<file path="src/rv_decode_pkg.sv">
package rv_decode_pkg;

    localparam int XLEN = 64;

    typedef logic [31:0]     instr_word_t;
    typedef logic [4:0]      reg_addr_t;
    typedef logic [XLEN-1:0] word_t;

    // Major opcodes.
    localparam logic [6:0] OPC_OP_IMM    = 7'b0010011;
    localparam logic [6:0] OPC_OP        = 7'b0110011;
    localparam logic [6:0] OPC_OP_IMM_32 = 7'b0011011;
    localparam logic [6:0] OPC_OP_32     = 7'b0111011;
    localparam logic [6:0] OPC_LOAD      = 7'b0000011;
    localparam logic [6:0] OPC_STORE     = 7'b0100011;
    localparam logic [6:0] OPC_BRANCH    = 7'b1100011;
    localparam logic [6:0] OPC_JAL       = 7'b1101111;
    localparam logic [6:0] OPC_JALR      = 7'b1100111;
    localparam logic [6:0] OPC_LUI       = 7'b0110111;
    localparam logic [6:0] OPC_AUIPC     = 7'b0010111;

    // Arithmetic funct3 for both immediate and register forms.
    localparam logic [2:0] F3_ADD  = 3'b000;
    localparam logic [2:0] F3_SLL  = 3'b001;
    localparam logic [2:0] F3_SLT  = 3'b010;
    localparam logic [2:0] F3_SLTU = 3'b011;
    localparam logic [2:0] F3_XOR  = 3'b100;
    localparam logic [2:0] F3_SRL  = 3'b101;
    localparam logic [2:0] F3_OR   = 3'b110;
    localparam logic [2:0] F3_AND  = 3'b111;

    localparam logic [2:0] F3_LB  = 3'b000;
    localparam logic [2:0] F3_LH  = 3'b001;
    localparam logic [2:0] F3_LW  = 3'b010;
    localparam logic [2:0] F3_LD  = 3'b011;
    localparam logic [2:0] F3_LBU = 3'b100;
    localparam logic [2:0] F3_LHU = 3'b101;
    localparam logic [2:0] F3_LWU = 3'b110;

    localparam logic [2:0] F3_SB = 3'b000;
    localparam logic [2:0] F3_SH = 3'b001;
    localparam logic [2:0] F3_SW = 3'b010;
    localparam logic [2:0] F3_SD = 3'b011;

    localparam logic [2:0] F3_BEQ  = 3'b000;
    localparam logic [2:0] F3_BNE  = 3'b001;
    localparam logic [2:0] F3_BLT  = 3'b100;
    localparam logic [2:0] F3_BGE  = 3'b101;
    localparam logic [2:0] F3_BLTU = 3'b110;
    localparam logic [2:0] F3_BGEU = 3'b111;

    localparam logic [2:0] F3_JALR = 3'b000;

    localparam logic [6:0] F7_BASE = 7'b0000000;
    localparam logic [6:0] F7_ALT  = 7'b0100000; // SUB and arithmetic shifts.

    typedef enum logic [6:0] {
        OP_NONE = 7'd0,
        OP_ADDI, OP_SLTI, OP_SLTIU, OP_XORI, OP_ORI, OP_ANDI,
        OP_SLLI, OP_SRLI, OP_SRAI,
        OP_ADD, OP_SUB, OP_SLL, OP_SLT, OP_SLTU,
        OP_XOR, OP_SRL, OP_SRA, OP_OR, OP_AND,
        OP_ADDIW, OP_SLLIW, OP_SRLIW, OP_SRAIW,
        OP_ADDW, OP_SUBW, OP_SLLW, OP_SRLW, OP_SRAW,
        OP_LB, OP_LH, OP_LW, OP_LD, OP_LBU, OP_LHU, OP_LWU,
        OP_SB, OP_SH, OP_SW, OP_SD,
        OP_BEQ, OP_BNE, OP_BLT, OP_BGE, OP_BLTU, OP_BGEU,
        OP_JAL, OP_JALR, OP_LUI, OP_AUIPC
    } op_t;

    typedef enum logic [3:0] {
        ALU_ADD, ALU_SUB, ALU_AND, ALU_OR, ALU_XOR, ALU_SLT, ALU_SLTU,
        ALU_SLL, ALU_SRL, ALU_SRA, ALU_SLLW, ALU_SRLW, ALU_SRAW
    } alu_op_t;

    typedef enum logic {SRC_REG, SRC_IMM} alu_src_t;

    typedef enum logic [2:0] {BJ_NONE, BJ_BRANCH, BJ_JAL, BJ_JALR, BJ_AUIPC} bj_t;

    typedef enum logic [1:0] {MSIZE1, MSIZE2, MSIZE4, MSIZE8} msize_t;

    typedef enum logic {WB_ALU, WB_MEM} wb_src_t;

    typedef enum logic [2:0] {
        IMM_NONE, IMM_I, IMM_SHAMT6, IMM_SHAMT5, IMM_S, IMM_B, IMM_U, IMM_J
    } imm_fmt_t;

    typedef struct packed {
        alu_src_t alusrc;
        alu_op_t  aluop;
        bj_t      bj;
        msize_t   msize;
        logic     memr_en;
        logic     memw_en;
        logic     mem_unsigned;
        logic     regwrite_en;
        wb_src_t  writeback_src;
        logic     is_32instr;
    } control_t;

    typedef struct packed {
        logic     hit;
        op_t      op;
        imm_fmt_t imm_fmt;
        logic     uses_rs1;
        logic     uses_rs2;
        control_t ctl;
    } decode_result_t;

    typedef struct packed {
        op_t       op;
        reg_addr_t ra1;
        reg_addr_t ra2;
        reg_addr_t writereg;
        word_t     imm;
        control_t  ctl;
    } decoded_instr_t;

endpackage

</file>
<file path="src/alu_decoder.sv">
`timescale 1ns/10ps

module alu_decoder (
    input  rv_decode_pkg::instr_word_t    instr,
    output rv_decode_pkg::decode_result_t result
);
    import rv_decode_pkg::*;

    logic [6:0] opcode;
    logic [2:0] f3;
    logic [6:0] f7;
    logic       f7_base;
    logic       f7_alt;
    logic       sh6_base;
    logic       sh6_alt;
    logic       imm_src;
    logic       word;
    op_t        op;
    alu_op_t    aluop;
    imm_fmt_t   fmt;

    assign opcode = instr[6:0];
    assign f3     = instr[14:12];
    assign f7     = instr[31:25];

    assign f7_base = (f7 == F7_BASE);
    assign f7_alt  = (f7 == F7_ALT);
    // Six-bit shamt borrows funct7 bit 0.
    assign sh6_base = ({f7[6:1], 1'b0} == F7_BASE);
    assign sh6_alt  = ({f7[6:1], 1'b0} == F7_ALT);

    assign imm_src = (opcode == OPC_OP_IMM) || (opcode == OPC_OP_IMM_32);
    assign word    = (opcode == OPC_OP_IMM_32) || (opcode == OPC_OP_32);

    // Legal encodings only. M-extension funct7 falls to OP_NONE.
    always_comb begin
        op = OP_NONE;
        unique case (opcode)
            OPC_OP_IMM: begin
                unique case (f3)
                    F3_ADD:  op = OP_ADDI;
                    F3_SLT:  op = OP_SLTI;
                    F3_SLTU: op = OP_SLTIU;
                    F3_XOR:  op = OP_XORI;
                    F3_OR:   op = OP_ORI;
                    F3_AND:  op = OP_ANDI;
                    F3_SLL:  op = sh6_base ? OP_SLLI : OP_NONE;
                    F3_SRL:  op = sh6_base ? OP_SRLI : (sh6_alt ? OP_SRAI : OP_NONE);
                endcase
            end
            OPC_OP: begin
                unique case (f3)
                    F3_ADD:  op = f7_base ? OP_ADD : (f7_alt ? OP_SUB : OP_NONE);
                    F3_SLL:  op = f7_base ? OP_SLL : OP_NONE;
                    F3_SLT:  op = f7_base ? OP_SLT : OP_NONE;
                    F3_SLTU: op = f7_base ? OP_SLTU : OP_NONE;
                    F3_XOR:  op = f7_base ? OP_XOR : OP_NONE;
                    F3_SRL:  op = f7_base ? OP_SRL : (f7_alt ? OP_SRA : OP_NONE);
                    F3_OR:   op = f7_base ? OP_OR : OP_NONE;
                    F3_AND:  op = f7_base ? OP_AND : OP_NONE;
                endcase
            end
            OPC_OP_IMM_32: begin
                unique case (f3)
                    F3_ADD:  op = OP_ADDIW;
                    F3_SLL:  op = f7_base ? OP_SLLIW : OP_NONE;
                    F3_SRL:  op = f7_base ? OP_SRLIW : (f7_alt ? OP_SRAIW : OP_NONE);
                    default: op = OP_NONE;
                endcase
            end
            OPC_OP_32: begin
                unique case (f3)
                    F3_ADD:  op = f7_base ? OP_ADDW : (f7_alt ? OP_SUBW : OP_NONE);
                    F3_SLL:  op = f7_base ? OP_SLLW : OP_NONE;
                    F3_SRL:  op = f7_base ? OP_SRLW : (f7_alt ? OP_SRAW : OP_NONE);
                    default: op = OP_NONE;
                endcase
            end
            default: op = OP_NONE;
        endcase
    end

    // ALU function follows funct3; bit 30 picks SUB or arithmetic shift.
    always_comb begin
        aluop = ALU_ADD;
        case (f3)
            F3_ADD:  aluop = (!imm_src && f7[5]) ? ALU_SUB : ALU_ADD;
            F3_SLL:  aluop = word ? ALU_SLLW : ALU_SLL;
            F3_SLT:  aluop = ALU_SLT;
            F3_SLTU: aluop = ALU_SLTU;
            F3_XOR:  aluop = ALU_XOR;
            F3_SRL:  aluop = f7[5] ? (word ? ALU_SRAW : ALU_SRA) : (word ? ALU_SRLW : ALU_SRL);
            F3_OR:   aluop = ALU_OR;
            F3_AND:  aluop = ALU_AND;
            default: aluop = ALU_ADD;
        endcase
    end

    always_comb begin
        fmt = IMM_NONE;
        if (imm_src) begin
            if (f3 == F3_SLL || f3 == F3_SRL) begin
                fmt = word ? IMM_SHAMT5 : IMM_SHAMT6;
            end else begin
                fmt = IMM_I;
            end
        end
    end

    always_comb begin
        result = '0;
        if (op != OP_NONE) begin
            result.hit              = 1'b1;
            result.op               = op;
            result.imm_fmt          = fmt;
            result.uses_rs1         = 1'b1;
            result.uses_rs2         = !imm_src;
            result.ctl.alusrc       = imm_src ? SRC_IMM : SRC_REG;
            result.ctl.aluop        = aluop;
            result.ctl.regwrite_en  = 1'b1;
            result.ctl.is_32instr   = word;
        end
    end

endmodule

</file>
<file path="src/decode_stage.sv">
`timescale 1ns/10ps

module decode_stage (
    input  logic                          clk,
    input  logic                          reset,
    input  logic                          in_valid,
    input  rv_decode_pkg::instr_word_t    in_instr,
    output logic                          out_valid,
    output rv_decode_pkg::decoded_instr_t out_instr
);
    import rv_decode_pkg::*;

    decode_result_t alu_res;
    decode_result_t fm_res;
    decode_result_t sel;
    word_t          imm;
    decoded_instr_t rec;

    alu_decoder u_alu_decoder (
        .instr  (in_instr),
        .result (alu_res)
    );

    flow_mem_decoder u_flow_mem_decoder (
        .instr  (in_instr),
        .result (fm_res)
    );

    // Opcode sets are disjoint, so at most one hit.
    always_comb begin
        if (alu_res.hit) begin
            sel = alu_res;
        end else if (fm_res.hit) begin
            sel = fm_res;
        end else begin
            sel = '0;
        end
    end

    imm_gen u_imm_gen (
        .instr (in_instr),
        .fmt   (sel.imm_fmt),
        .imm   (imm)
    );

    always_comb begin
        rec = '0;
        if (sel.hit) begin
            rec.op       = sel.op;
            rec.ra1      = sel.uses_rs1 ? in_instr[19:15] : '0;
            rec.ra2      = sel.uses_rs2 ? in_instr[24:20] : '0;
            rec.writereg = sel.ctl.regwrite_en ? in_instr[11:7] : '0; // No rd for stores.
            rec.imm      = imm;
            rec.ctl      = sel.ctl;
        end
    end

    always_ff @(posedge clk) begin
        if (reset) begin
            out_valid <= 1'b0;
            out_instr <= '0;
        end else begin
            out_valid <= in_valid;
            out_instr <= in_valid ? rec : '0; // Bubble on idle cycles.
        end
    end

endmodule

</file>
<file path="src/flow_mem_decoder.sv">
`timescale 1ns/10ps

module flow_mem_decoder (
    input  rv_decode_pkg::instr_word_t    instr,
    output rv_decode_pkg::decode_result_t result
);
    import rv_decode_pkg::*;

    logic [6:0] opcode;
    logic [2:0] f3;

    assign opcode = instr[6:0];
    assign f3     = instr[14:12];

    always_comb begin
        result = '0;
        unique case (opcode)
            OPC_LOAD: begin
                result.imm_fmt            = IMM_I;
                result.uses_rs1           = 1'b1;
                result.ctl.memr_en        = 1'b1;
                result.ctl.regwrite_en    = 1'b1;
                result.ctl.writeback_src  = WB_MEM;
                result.ctl.msize          = msize_t'(f3[1:0]); // Size is log2 of bytes.
                result.ctl.mem_unsigned   = f3[2];
                unique case (f3)
                    F3_LB:   result.op = OP_LB;
                    F3_LH:   result.op = OP_LH;
                    F3_LW:   result.op = OP_LW;
                    F3_LD:   result.op = OP_LD;
                    F3_LBU:  result.op = OP_LBU;
                    F3_LHU:  result.op = OP_LHU;
                    F3_LWU:  result.op = OP_LWU;
                    default: result.op = OP_NONE;
                endcase
            end
            OPC_STORE: begin
                result.imm_fmt     = IMM_S;
                result.uses_rs1    = 1'b1;
                result.uses_rs2    = 1'b1;
                result.ctl.memw_en = 1'b1;
                result.ctl.msize   = msize_t'(f3[1:0]);
                unique case (f3)
                    F3_SB:   result.op = OP_SB;
                    F3_SH:   result.op = OP_SH;
                    F3_SW:   result.op = OP_SW;
                    F3_SD:   result.op = OP_SD;
                    default: result.op = OP_NONE;
                endcase
            end
            OPC_BRANCH: begin
                result.imm_fmt  = IMM_B;
                result.uses_rs1 = 1'b1;
                result.uses_rs2 = 1'b1;
                result.ctl.bj   = BJ_BRANCH;
                unique case (f3)
                    F3_BEQ:  result.op = OP_BEQ;
                    F3_BNE:  result.op = OP_BNE;
                    F3_BLT:  result.op = OP_BLT;
                    F3_BGE:  result.op = OP_BGE;
                    F3_BLTU: result.op = OP_BLTU;
                    F3_BGEU: result.op = OP_BGEU;
                    default: result.op = OP_NONE;
                endcase
            end
            OPC_JALR: begin
                result.op              = (f3 == F3_JALR) ? OP_JALR : OP_NONE;
                result.imm_fmt         = IMM_I;
                result.uses_rs1        = 1'b1;
                result.ctl.bj          = BJ_JALR;
                result.ctl.regwrite_en = 1'b1;
            end
            OPC_JAL: begin
                result.op              = OP_JAL;
                result.imm_fmt         = IMM_J;
                result.ctl.bj          = BJ_JAL;
                result.ctl.regwrite_en = 1'b1;
            end
            OPC_LUI: begin
                result.op              = OP_LUI;
                result.imm_fmt         = IMM_U;
                result.ctl.regwrite_en = 1'b1;
            end
            OPC_AUIPC: begin
                result.op              = OP_AUIPC;
                result.imm_fmt         = IMM_U;
                result.ctl.bj          = BJ_AUIPC; // PC-relative add.
                result.ctl.regwrite_en = 1'b1;
            end
            default: result = '0;
        endcase

        // Illegal funct3 leaves nothing behind.
        if (result.op == OP_NONE) begin
            result = '0;
        end else begin
            result.hit        = 1'b1;
            result.ctl.alusrc = SRC_IMM;
            result.ctl.aluop  = ALU_ADD;
        end
    end

endmodule

</file>
<file path="src/imm_gen.sv">
`timescale 1ns/10ps

module imm_gen (
    input  rv_decode_pkg::instr_word_t instr,
    input  rv_decode_pkg::imm_fmt_t    fmt,
    output rv_decode_pkg::word_t       imm
);
    import rv_decode_pkg::*;

    logic sign;

    assign sign = instr[31];

    always_comb begin
        imm = '0;
        unique case (fmt)
            IMM_I: begin
                imm = {{(XLEN-12){sign}}, instr[31:20]};
            end
            IMM_SHAMT6: begin
                imm = {{(XLEN-6){1'b0}}, instr[25:20]}; // RV64 shift amount.
            end
            IMM_SHAMT5: begin
                imm = {{(XLEN-5){1'b0}}, instr[24:20]};
            end
            IMM_S: begin
                imm = {{(XLEN-12){sign}}, instr[31:25], instr[11:7]};
            end
            IMM_B: begin
                // Bit 0 is always zero.
                imm = {{(XLEN-12){sign}}, instr[7], instr[30:25], instr[11:8], 1'b0};
            end
            IMM_U: begin
                imm = {{(XLEN-32){sign}}, instr[31:12], 12'b0};
            end
            IMM_J: begin
                imm = {{(XLEN-20){sign}}, instr[19:12], instr[20], instr[30:21], 1'b0};
            end
            default: begin
                imm = '0;
            end
        endcase
    end

endmodule

</file>
<file path="config.mk">
export PLATFORM = sky130hd
export DESIGN_NAME = decode_stage
export DESIGN_NICKNAME = d
export VERILOG_FILES = /design/src/rv_decode_pkg.sv /design/src/alu_decoder.sv /design/src/decode_stage.sv /design/src/flow_mem_decoder.sv /design/src/imm_gen.sv
export SDC_FILE = /design/constraint.sdc
export NUM_CORES = 1
export LEC_CHECK = 0
export ABC_AREA = 1
export BUFFER_PORTS_ARGS = -buffer_cell sky130_fd_sc_hd__buf_2
export CORE_ASPECT_RATIO = 0.8
export CORE_MARGIN = 5
export CORE_UTILIZATION = 35
export DETAILED_ROUTE_END_ITERATION = 8
export PLACE_DENSITY = 0.58
export SKIP_CTS_REPAIR_TIMING = 1
export SLEW_MARGIN = 20
export SYNTH_ARGS = -nofsm -noshare
export SYNTH_HDL_FRONTEND = slang
export SYNTH_SLANG_ARGS = --single-unit
</file>
<file path="constraint.sdc">
create_clock -name clk -period 2.9 [get_ports clk]
set_clock_uncertainty 0.1 [all_clocks]
set_input_delay 0.29 -clock clk [delete_from_list [all_inputs] [get_ports clk]]
set_output_delay 0.29 -clock clk [all_outputs]
set_load 0.03 [all_outputs]
</file>
* After elaboration in Yosys (flattened, before gate mapping)
Index checks and enable logic that the tools add are counted.
** Storage, ports and cells
- Output and inout bits :: 103
- Register bits :: 102
- Bits of input ports :: 35
** Operators by class
- Bitwise gates (word level) :: 7
- Reductions and logical operators :: 21
- Mux-type cells :: 55
- Equality and inequality tests :: 27
** Operators with widths (number)
- one-hot mux 64 bit (7 select lines) :: 1
- one-hot mux 7 bit (8 select lines) :: 2
- one-hot mux 10 bit (7 select lines) :: 1
- two-way mux 29 bit :: 2
- two-way mux 7 bit :: 6
- one-hot mux 6 bit (7 select lines) :: 1
- one-hot mux 7 bit (3 select lines) :: 2
- two-way mux 5 bit :: 8
- one-hot mux 6 bit (6 select lines) :: 1
- == test 7 x 6 -> 1 bit (second input constant) :: 5
- two-way mux 4 bit :: 8
- one-hot mux 4 bit (8 select lines) :: 1
- one-hot mux 7 bit (4 select lines) :: 1
- == test 3 bit (second input constant) :: 8
- one-hot mux 6 bit (4 select lines) :: 1
- == test 7 x 5 -> 1 bit (second input constant) :: 3
- == test 7 bit (second input constant) :: 3
- two-way mux 18 bit :: 1
- OR reduction 4 bit :: 4
- zero test 7 bit :: 2
- == test 3 x 2 -> 1 bit (second input constant) :: 4
- two-way mux 3 bit :: 4
- one-hot mux 3 bit (4 select lines) :: 1
- OR reduction 6 bit :: 2
- other kinds (16) :: 38

* Logic depth before layout (Yosys ltp)
Gate-level depths: netlist of run 1.
- Word-level depth :: 10
- Depth in mapped cells :: 20

* Hierarchy
From an unflattened synthesis of run 1, not the netlist that was laid out.
** Unflattened totals
- Cells, all modules :: 870
- Area total of the unflattened synthesis :: 5599.1 um^2
** Modules (own cells, without submodules)
- decode_stage :: seq. area each 2062.0 um^2, area each 3260.6 um^2, times used 1, cells each 415
- alu_decoder :: seq. area each 0.0 um^2, area each 930.9 um^2, times used 1, cells each 184
- imm_gen :: seq. area each 0.0 um^2, area each 894.6 um^2, times used 1, cells each 171
- flow_mem_decoder :: seq. area each 0.0 um^2, area each 513.0 um^2, times used 1, cells each 100

* Worst setup path after synthesis of run 1
Ideal clock, no wire load.
- Path type :: input -> register
- From :: input in_instr[14]
- To :: register out_instr[80] in the netlist's numbering
- Buffers on the path :: 2
- Library setup time :: 0.125 ns
- Path slack :: 0.783 ns
- Stages on the path :: 15
- Data arrival time :: 1.892 ns
- Cells stage by stage :: buf_4 > inv_2 > buf_6 > nand3_2 > inv_1 > nand2_1 > nand3_1 > nand2_1 > nand3_1 > nor2_1 > nand3_2 > o21ai_4 > inv_4 > o21ai_2 > nor2_2
** Between the ends
- Cells in the longest elaborated chain, start to end :: 8
- Elaborated cells between the ends (all ways) :: 27
** RTL lines
- start, declared :: RTL line decode_stage.sv:7 : input rv_decode_pkg::instr_word_t in_instr,
- == test 3 bit (tied with other cells)
- one-hot mux 6 bit (7 select lines) (tied with other cells) :: RTL line flow_mem_decoder.sv:26 : unique case (f3)
- one-hot mux 10 bit (7 select lines) or one-hot mux 7 bit (4 select lines) (tied branches) :: RTL line flow_mem_decoder.sv:17, alu_decoder.sv:38
- zero test 7 bit or nonzero test 7 bit (tied branches) :: RTL line flow_mem_decoder.sv:94, alu_decoder.sv:112
- two-way mux 29 bit (tied with other cells) :: RTL line decode_stage.sv:33 : end else if (fm_res.hit) begin
- two-way mux 29 bit * :: RTL line decode_stage.sv:31 : if (alu_res.hit) begin
- NOT 1 bit (no line)
- OR reduction 4 bit (no line) *
- end signal, assigned :: RTL line decode_stage.sv:64 : out_instr <= in_valid ? rec : '0;
- end, declared :: RTL line decode_stage.sv:9 : output rv_decode_pkg::decoded_instr_t out_instr
Every way passes the cells marked *; elsewhere a longest branch is shown, timed or not.
A chain may end at the register's enable or synchronous reset.

* Worst setup path in the final report of run 1
- From :: input in_instr[1]
- To :: register out_instr[27] in the netlist's numbering
** Between the ends
- Cells in the longest elaborated chain, start to end :: 9
- Elaborated cells between the ends (all ways) :: 33
** RTL lines
- parallel branches: the longest is 6 deep, another holds two-way mux 29 bit
- two-way mux 29 bit * :: RTL line decode_stage.sv:31
- == test 3 bit (tied with other cells) :: RTL line imm_gen.sv:16 : unique case (fmt)
- one-hot mux 64 bit (7 select lines) :: RTL line imm_gen.sv:16
Mark *: on every way between the ends.

==> reports/qor.yml, run 1 <==
setup_violations: 0
gp_congestion: 0.983
cts_buffer_depth: 2
crit_path_top_delay_cell: "nor2_1"
tritoncts: "done"
seq_power_share_pct: 44.8
finalCritPeriodShare_pct: 82.6
clock-sinks: 69
drt_first_pass_iters: 6
rsz0062_at_grt: "no"
dp_hpwl_um: 9320
cp_top_family: "simple AND/OR/NAND/NOR gates"
diodes: 0
yosysMostFrequentCell: "nand2_1"
root_buffer: "clkbuf_16"
p_leak_nw: 2.28
yosys.area.top_type: "dfxtp_1"
rows: 32
nNetsFinal: 621
crit_buf_inv: 4
setup_tns_ps: 0
initial_core_util_pct: 36.3
irDropWorstVdd_mv: 0.217
worstSetupStartpointType: "input port"
crit_type: "input port to flop"
vias: 3551
ys_top_cells_by_count: "nand2_1 (76), nor2_1 (73), dfxtp_1 (69)"
fmax_mhz: 417
slowest_delay_ps: 300
worstPathArrival_ps: 2550
avgSynthCellArea_um2: 7.49
internal_power_mw: 1.59
synth_edf_count: 0
portBuffers: 136
top_usage_layer: "met2"
h-tree-depth: 3
switching_share_pct: 25.0
yosysSeqAreaShare_pct: 39.0
synthFlopType: "dfxtp_1"
final.min_clock_period_ps: 2400
via_per_inst: 4.90
postPlaceCellArea_um2: 4120
die_h_um: 100
grt-ovfl-total: 0
met3_usage_pct: 6.20
fin_area_um2: 4390
hold_path_depth: 3
dr.first_iter.drc_count: 367
crit_fanout: 12
power_frac_clock_pct: 47.5
drt-total-wl_um: 11600
dieArea_um2: 12200
drv_slew: 0
synth_top_area_share_pct: 39.0
ys_warn_count: 0
tightest_slew_ps: 754
syn-cell-area_um2: 3540
cts.clk_slew.worst_paths_ps: 60
async_flop_share_pct: 0
ys_top_cells_by_area: "dfxtp_1 (39%), nand2_1 (8.1%), buf_4 (7.8%)"
holdPathEnd: "out_instr[92]$_SDFF_PP0_"
cp.depth: 16
combPwrFrac_pct: 7.7
syn_inst: 473
antenna_found_initial: 0
final_antenna_net_count: 0
syn-num-nets: 510
cts_buffers: 9
synth.distinct_cells: 45
cap_violations: 0
drive_above_1_share_pct: 36.4
core_area_um2: 9770
hold_viol: 0
drc: 0
ioPinCount: 138
powerDensity_nw_per_um2: 484
seqCellArea_um2: 1380
ys_ff_latch: 69
grt_max_degree: 34
cp.required_ps: 3050
cp-end-kind: "flop"
worstHoldStart: "in_instr[17]"
fp.dieW_um: 122
grtUsageTotal_pct: 18.6
outcome: "completed"
syn_to_final_growth_pct: 23.8
power.switching_uw: 532
hp-class: "input port to flop"
path_cells: "buf_2 > nand2_1 > inv_1 > nand2_1 > inv_1 > nand3_1 > nor2_1 > nand2_1 > nand2_2 > nor2_1 > nand2_2 > o31ai_1 > nand2_2 > nand4_2 > buf_4 > a21oi_1"
use_met1_pct: 24.7
nFillCells: 1011
multi_input_area_um2: 1580
grt_pass1_vias: 3342
grtUsageMet2_pct: 28.1
slew-limit-headroom_pct: 49.5
wl_per_cell_um: 16.1
grt_pass1_wl_um: 17600
## through the flow
step / hold WS (ps) / total power, mW / cells / setup WS (ps) / utilization, %
4_1_cts: 71.7 / 2.15 / 724 / 523 / 44.9
5_1_grt: 86.2 / 2.21 / 724 / 291 / 44.9
6_report: 82.6 / 2.12 / 724 / 505 / 44.9
2_1_floorplan: 262 / 1.07 / 473 / 783 / -
3_3_place_gp: 427 / 1.13 / 709 / 204 / 42.1
3_5_place_dp: 423 / 1.13 / 709 / 182 / 42.1
## cells in the final DEF (no fill, tap or decap), types with 6 or more instances in the layout
master and count:
buf_4 8, dfxtp_1 69, buf_2 136, nor2_2 8, clkbuf_16 9, nor2_4 6, nor2_1 73, o21ai_0 7
a21oi_1 26, nand3_1 27, nand2_2 6, a21oi_2 10, inv_1 50, inv_2 10, nor3_1 7, nand2_1 76
a211oi_1 12
## power groups by stage
| stage | Sequential, mW | Clock [mW] | Combinational (mW) |
|---|---|---|---|
| after global routing | 0.951 | 1.08 | 0.178 |
| after CTS | 0.951 | 1.03 | 0.162 |
| after global placement | 0.972 | 0 | 0.162 |
| after detailed placement | 0.972 | 0 | 0.161 |
| after floorplan | 0.976 | 0 | 0.0970 |
| final | 0.951 | 1.01 | 0.163 |
## registers in the layout (all words and copies together) (netlist names)
register / cells
out_instr: 68
out_valid: 1
## kinds of logic (layout without fill, tap and decap cells)
logic type	after synthesis	after routing	share of synthesized area [%]
and+or+nand+nor	223	223	30.0
buffers and inverters	107	222	16.3
DFF	69	69	39.0
AOI/OAI and AO/OA	71	71	13.9
other	1	1	0.106
adders and majority gates	2	2	0.706
## per-layer routing
metal	wire (µm)	vias up
li1	-	1711
met1	5120	1592
met2	4910	218
met3	1360	30
met4	238	0
met5	0	-
## worst min-delay path, stage by stage
cell	delay, ps
buf_2	100
inv_1	40
nor2_1	30
## layout make-up
| cell class | instances | share of cell area [%] |
|---|---|---|
| clock inverters | 4 | 0.571 |
| clock buffers | 11 | 5.53 |
| multi-input cells | 297 | 36.1 |
| well taps | 136 | 3.88 |
| flip-flops and latches | 69 | 31.5 |
| inverters | 63 | 5.51 |
| repair buffers | 144 | 16.9 |
## how the worst max path moves through the flow
stage	startpoint	to	slack (ps)
finish	in_instr[1]	out_instr[27]$_SDFF_PP0_	500
global route	in_instr[1]	out_instr[27]$_SDFF_PP0_	290
CTS	in_instr[1]	out_instr[17]$_SDFF_PP0_	520
detailed placement	in_instr[1]	out_instr[17]$_SDFF_PP0_	180
global placement	in_instr[1]	out_instr[27]$_SDFF_PP0_	200
floorplan	in_instr[14]	out_instr[80]$_SDFF_PP0_	780
No activity file was read; power rests on OpenSTA's default activity.
==> run 2: changes to the inputs <==
--- a/config.mk
+++ b/config.mk
@@ -11,7 +11,7 @@
 export CORE_MARGIN = 5
 export CORE_UTILIZATION = 35
 export DETAILED_ROUTE_END_ITERATION = 8
-export PLACE_DENSITY = 0.58
+export PLACE_DENSITY = 0.6
 export SKIP_CTS_REPAIR_TIMING = 1
 export SLEW_MARGIN = 20
 export SYNTH_ARGS = -nofsm -noshare
==> constraint.sdc (replaced) <==
create_clock -name clk -period 2.2 [get_ports clk]
set_clock_uncertainty 0.1 [all_clocks]
set_input_delay 0.22 -clock clk [delete_from_list [all_inputs] [get_ports clk]]
set_output_delay 0.22 -clock clk [all_outputs]
set_load 0.03 [all_outputs]
==> reports/qor.yml, run 2 (synthesized netlist as in run 1, its figures left out) <==
drc: 0
dr.first_iter.drc_count: 237
dp_hpwl_um: 10000
cp.required_ps: 2360
slew-limit-headroom_pct: 54.5
portBuffers: 136
cpMostUsedCell: "nand3_1"
cap_violations: 0
nNetsFinal: 699
worstHoldStart: "in_instr[17]"
setup_violations: 0
root_buffer: "clkbuf_16"
vias: 3724
cts_buffers: 9
cts.clk_slew.worst_paths_ps: 50
powerDensity_nw_per_um2: 587
final_antenna_net_count: 0
gp_congestion: 0.977
grtUsageTotal_pct: 19.7
via_per_inst: 4.64
drive_above_1_share_pct: 44.8
antenna_found_initial: 0
worstPathArrival_ps: 2170
grt-ovfl-total: 0
largest_reg_flops: 68
hold_viol: 0
postPlaceCellArea_um2: 4740
outcome: "completed"
path_cells: "buf_2 > nor2_1 > nand2_1 > nor2_4 > buf_4 > nand3_1 > nand2_1 > inv_1 > nand3_1 > nor2_1 > nand3_2 > nand3_1 > nand2_2 > nand4_4 > buf_12 > a21oi_1"
top_register: "out_instr"
grt_pass1_vias: 3530
fin_area_um2: 5090
core_area_um2: 9770
layout_commonest_cell: "buf_2"
crit_path_top_delay_cell: "nand2_1"
met3_usage_pct: 5.69
crit_type: "input port to flop"
hold_path_depth: 3
reg_top3: "out_instr x68, out_valid x1"
h-tree-depth: 3
cts_buffer_depth: 2
grt_max_degree: 34
irDropWorstVdd_mv: 0.383
die_h_um: 100
ioPinCount: 138
p_leak_nw: 2.70
final.min_clock_period_ps: 2010
slowest_delay_ps: 190
wl_per_cell_um: 15.0
hp-class: "input port to flop"
tritoncts: "done"
finalCritPeriodShare_pct: 91.2
rsz0062_at_grt: "no"
use_met1_pct: 26.4
seqCellArea_um2: 1380
grtUsageMet2_pct: 31.3
grt_pass1_wl_um: 18700
syn_to_final_growth_pct: 43.8
fp.dieW_um: 122
nFillCells: 974
top_usage_layer: "met2"
fmax_mhz: 498
drv_slew: 0
rows: 32
dieArea_um2: 12200
tightest_slew_ps: 682
cp-end-kind: "flop"
drt_first_pass_iters: 5
whs_ps: 13.2
worstSetupStartpointType: "input port"
multi_input_area_um2: 1620
diodes: 0
holdPathEnd: "out_instr[92]$_SDFF_PP0_"
initial_core_util_pct: 36.3
layout_common_cells: "buf_2 (136), buf_4 (81), nand2_1 (73), nor2_1 (72), dfxtp_1 (69)"
drt-total-wl_um: 12000
crit_fanout: 12
clock-sinks: 69
cp-startpoint: "in_instr[26]"
[run 2: cell count changes in the layout (fill, tap and decap cells not counted), moves of 2 or more]
cell        change
nand2_1         -3
clkinv_4        +2
buf_4          +73
nor2_4          +2
clkinvlp_4      -2
buf_12          +4
nand2_2         +3
[run 2: through the flow]
stage	TNS [ps]	utilization (%)	instances	power, mW	worst slack, ps
6_report	0	52.2	803	2.99	193
5_1_grt	0	52.2	803	3.12	5.09
4_1_cts	0	51.6	801	3.02	143
3_5_place_dp	-7460	48.5	785	1.56	-205
3_3_place_gp	-8710	48.5	785	1.56	-208
2_1_floorplan	0	-	473	1.41	153
[run 2: worst max-delay path: cells and delay by family]
family                 cells  cell delay (ps)
buffers and inverters      4              500
AO/OA/AOI/OAI              1              120
AND/OR/NAND/NOR           11             1320
[run 2: area by class of cell]
cell class	count	share of cell area, %
inverters	63	4.74
flip-flops and latches	69	27.1
well taps	136	3.34
clock inverters	6	1.23
clock buffers	10	4.69
repair buffers	222	27.1
multi-input cells	297	31.8
[run 2: per-layer routing]
layer  part of all wire, %  routed length [µm]
met4                  0.99                 119
met3                   8.2                 982
met1                    46                5540
met2                    45                5390
met5                     0                   0
[run 2: worst max path at each step]
stage / end / cells past startpoint
2_1_floorplan: out_instr[80]$_SDFF_PP0_ / 15
3_3_place_gp: out_instr[27]$_SDFF_PP0_ / 15
3_5_place_dp: out_instr[35]$_SDFF_PP0_ / 15
4_1_cts: out_instr[33]$_SDFF_PP0_ / 15
5_1_grt: out_instr[30]$_SDFF_PP0_ / 19
6_report: out_instr[36]$_SDFF_PP0_ / 16
[run 2: where the power goes]
| group | switching (mW) | leakage [nW] | total [mW] | internal (mW) |
|---|---|---|---|---|
| Clock | 0.545 | 0.152 | 1.45 | 0.905 |
| Sequential | 0.00133 | 0.556 | 1.25 | 1.25 |
| Combinational | 0.168 | 2.00 | 0.284 | 0.116 |
| Total | 0.715 | 2.70 | 2.99 | 2.27 |
==> run 3: changes to the inputs <==
--- a/config.mk
+++ b/config.mk
@@ -5,7 +5,6 @@
 export SDC_FILE = /design/constraint.sdc
 export NUM_CORES = 1
 export LEC_CHECK = 0
-export ABC_AREA = 1
 export BUFFER_PORTS_ARGS = -buffer_cell sky130_fd_sc_hd__buf_2
 export CORE_ASPECT_RATIO = 0.8
 export CORE_MARGIN = 5
==> reports/qor.yml, run 3 <==
outcome: "complete, but fails checks"
violations: "setup timing"
tritoncts: "done"
ys_top_cells_by_area: "dfxtp_1 (40%), buf_4 (7.5%), a21oi_1 (5.3%)"
core_area_um2: 9610
grt_pass1_wl_um: 18400
dr.first_iter.drc_count: 258
largest_reg_flops: 68
grt_pass1_vias: 3433
cp-startpoint: "in_instr[27]"
syn-cell-area_um2: 3430
gp_congestion: 0.933
drc: 0
irDropWorstVdd_mv: 0.455
slew-limit-headroom_pct: 54.4
ys_ff_latch: 69
cap_violations: 0
synth.distinct_cells: 65
cts.clk_slew.worst_paths_ps: 50
nFillCells: 887
worstPathArrival_ps: 2860
cp_top_family: "simple AND/OR/NAND/NOR gates"
syn_to_final_growth_pct: 50.8
top_register: "out_instr"
synthFlopType: "dfxtp_1"
drt_first_pass_iters: 5
via_per_inst: 5.10
drt-total-wl_um: 12000
dp_hpwl_um: 9390
dieArea_um2: 11900
avgSynthCellArea_um2: 8.50
cp.depth: 9
crit_type: "input port to flop"
yosysMostFrequentCell: "dfxtp_1"
vias: 3634
antenna_found_initial: 0
final.min_clock_period_ps: 2700
finalCritPeriodShare_pct: 123
cts_buffer_depth: 2
syn-num-nets: 440
p_leak_nw: 2.42
diodes: 0
tightest_slew_ps: 683
crit_path_top_delay_cell: "or4_1"
fmax_mhz: 370
root_buffer: "clkbuf_16"
fp.dieW_um: 121
h-tree-depth: 3
grt_max_degree: 34
syn_inst: 403
dpl.cell_count: 693
layout_common_cells: "buf_2 (134), buf_4 (94), dfxtp_1 (69), nand2_1 (36)"
worstSetupStartpointType: "input port"
rows: 32
ioPinCount: 138
crit_fanout: 8
hp-class: "input port to flop"
wl_per_cell_um: 16.8
ys_top_cells_by_count: "dfxtp_1 (69), a21oi_1 (36), nand2_1 (36)"
cp.required_ps: 2350
clock-sinks: 69
path_cells: "buf_6 > or4_4 > or4_4 > or4_1 > and3_4 > nand3_4 > o211ai_4 > a211o_4 > a21oi_1"
layout_commonest_cell: "buf_2"
cts_buffers: 9
reg_top3: "out_instr x68, out_valid x1"
fin_ws_ps: -502
hold_viol: 0
nNetsFinal: 627
initial_core_util_pct: 35.7
yosysSeqAreaShare_pct: 40.3
portBuffers: 136
drive_above_1_share_pct: 51.3
die_h_um: 98.5
ys_warn_count: 0
final_antenna_net_count: 0
async_flop_share_pct: 0
synth_top_area_share_pct: 40.3
synth_edf_count: 0
crit_buf_inv: 1
cp-end-kind: "flop"
slowest_delay_ps: 540
cpMostUsedCell: "or4_4"
grt-ovfl-total: 0
hold_path_depth: 2
drv_slew: 0
final_core_util_pct: 53.8
yosys.area.top_type: "dfxtp_1"
worstSetupEndpoint: "out_instr[29]$_SDFF_PP0_"
powerDensity_nw_per_um2: 547
rsz0062_at_grt: "yes"
setup_tns_ps: -23740
grtUsageTotal_pct: 19.2
power.total_mw: 2.82
fin_cells: 713
setup_violations: 59
[run 3: cell types whose count changed after synthesis, moves of 8 or more]
cell | before | now
nor2_1 | 73 | 30
inv_1 | 50 | 9
nand2_1 | 76 | 36
a211oi_1 | 12 | 4
nand3_1 | 27 | 6
nor2_2 | 8 | 0
inv_2 | 10 | 1
a21oi_1 | 26 | 36
nor3_1 | 7 | 15
clkbuf_1 | 2 | 19
and2_1 | 1 | 23
[run 3: layout make-up]
cell class	instances	area (µm²)	area share, %
Tap cell	119	149	2.88
Timing Repair Buffer	237	1510	29.3
Clock inverter	5	28.8	0.557
Clock buffer	10	229	4.43
Inverter	10	37.5	0.727
Sequential cell	69	1380	26.7
Multi-Input combinational cell	263	1830	35.4
[run 3: through the flow]
stage / hold WS, ps / instance area (µm²) / setup slack (ps)
floorplan: 242 / 3440 / -694
global placement: 346 / 4630 / -836
detailed placement: 345 / 4630 / -943
CTS: 7.46 / 4890 / -633
global route: 5.28 / 5170 / -547
finish: 11.2 / 5170 / -502
[run 3: logic make-up (layout without fill, tap and decap cells)]
kind of cell | Yosys count | count (layout) | share of synthesized area [%]
AOI/OAI and AO/OA | 101 | 101 | 21.1
xor gates and xnor gates | 3 | 3 | 0.767
adders and majority gates | 2 | 2 | 0.730
buffers and inverters | 71 | 262 | 12.1
DFF | 69 | 69 | 40.3
muxes | 2 | 2 | 0.584
other | 1 | 1 | 0.109
and+or+nand+nor | 154 | 154 | 24.3
[run 3: how the worst min path moves through the flow]
stage                      start                       end  slack [ps]
floorplan           in_instr[27]  out_instr[23]$_SDFF_PP0_         240
global placement     in_instr[7]  out_instr[80]$_SDFF_PP0_         350
detailed placement  in_instr[18]  out_instr[93]$_SDFF_PP0_         350
CTS                 in_instr[19]  out_instr[94]$_SDFF_PP0_           7
global route        in_instr[19]  out_instr[94]$_SDFF_PP0_           5
finish              in_instr[19]  out_instr[94]$_SDFF_PP0_          10
[run 3: routing by layer]
layer | track usage, % | up-vias | part of all wire (%)
met5 | 0 | - | 0
met4 | 4.62 | 0 | 1.4
met3 | 4.82 | 15 | 7.6
met2 | 29.5 | 172 | 44
met1 | 27.3 | 1689 | 47
li1 | - | 1758 | -
[run 3: report_power, final]
group | switching, mW | internal [mW]
registers | 0.00126 | 1.25
logic | 0.178 | 0.138
clock network | 0.505 | 0.749
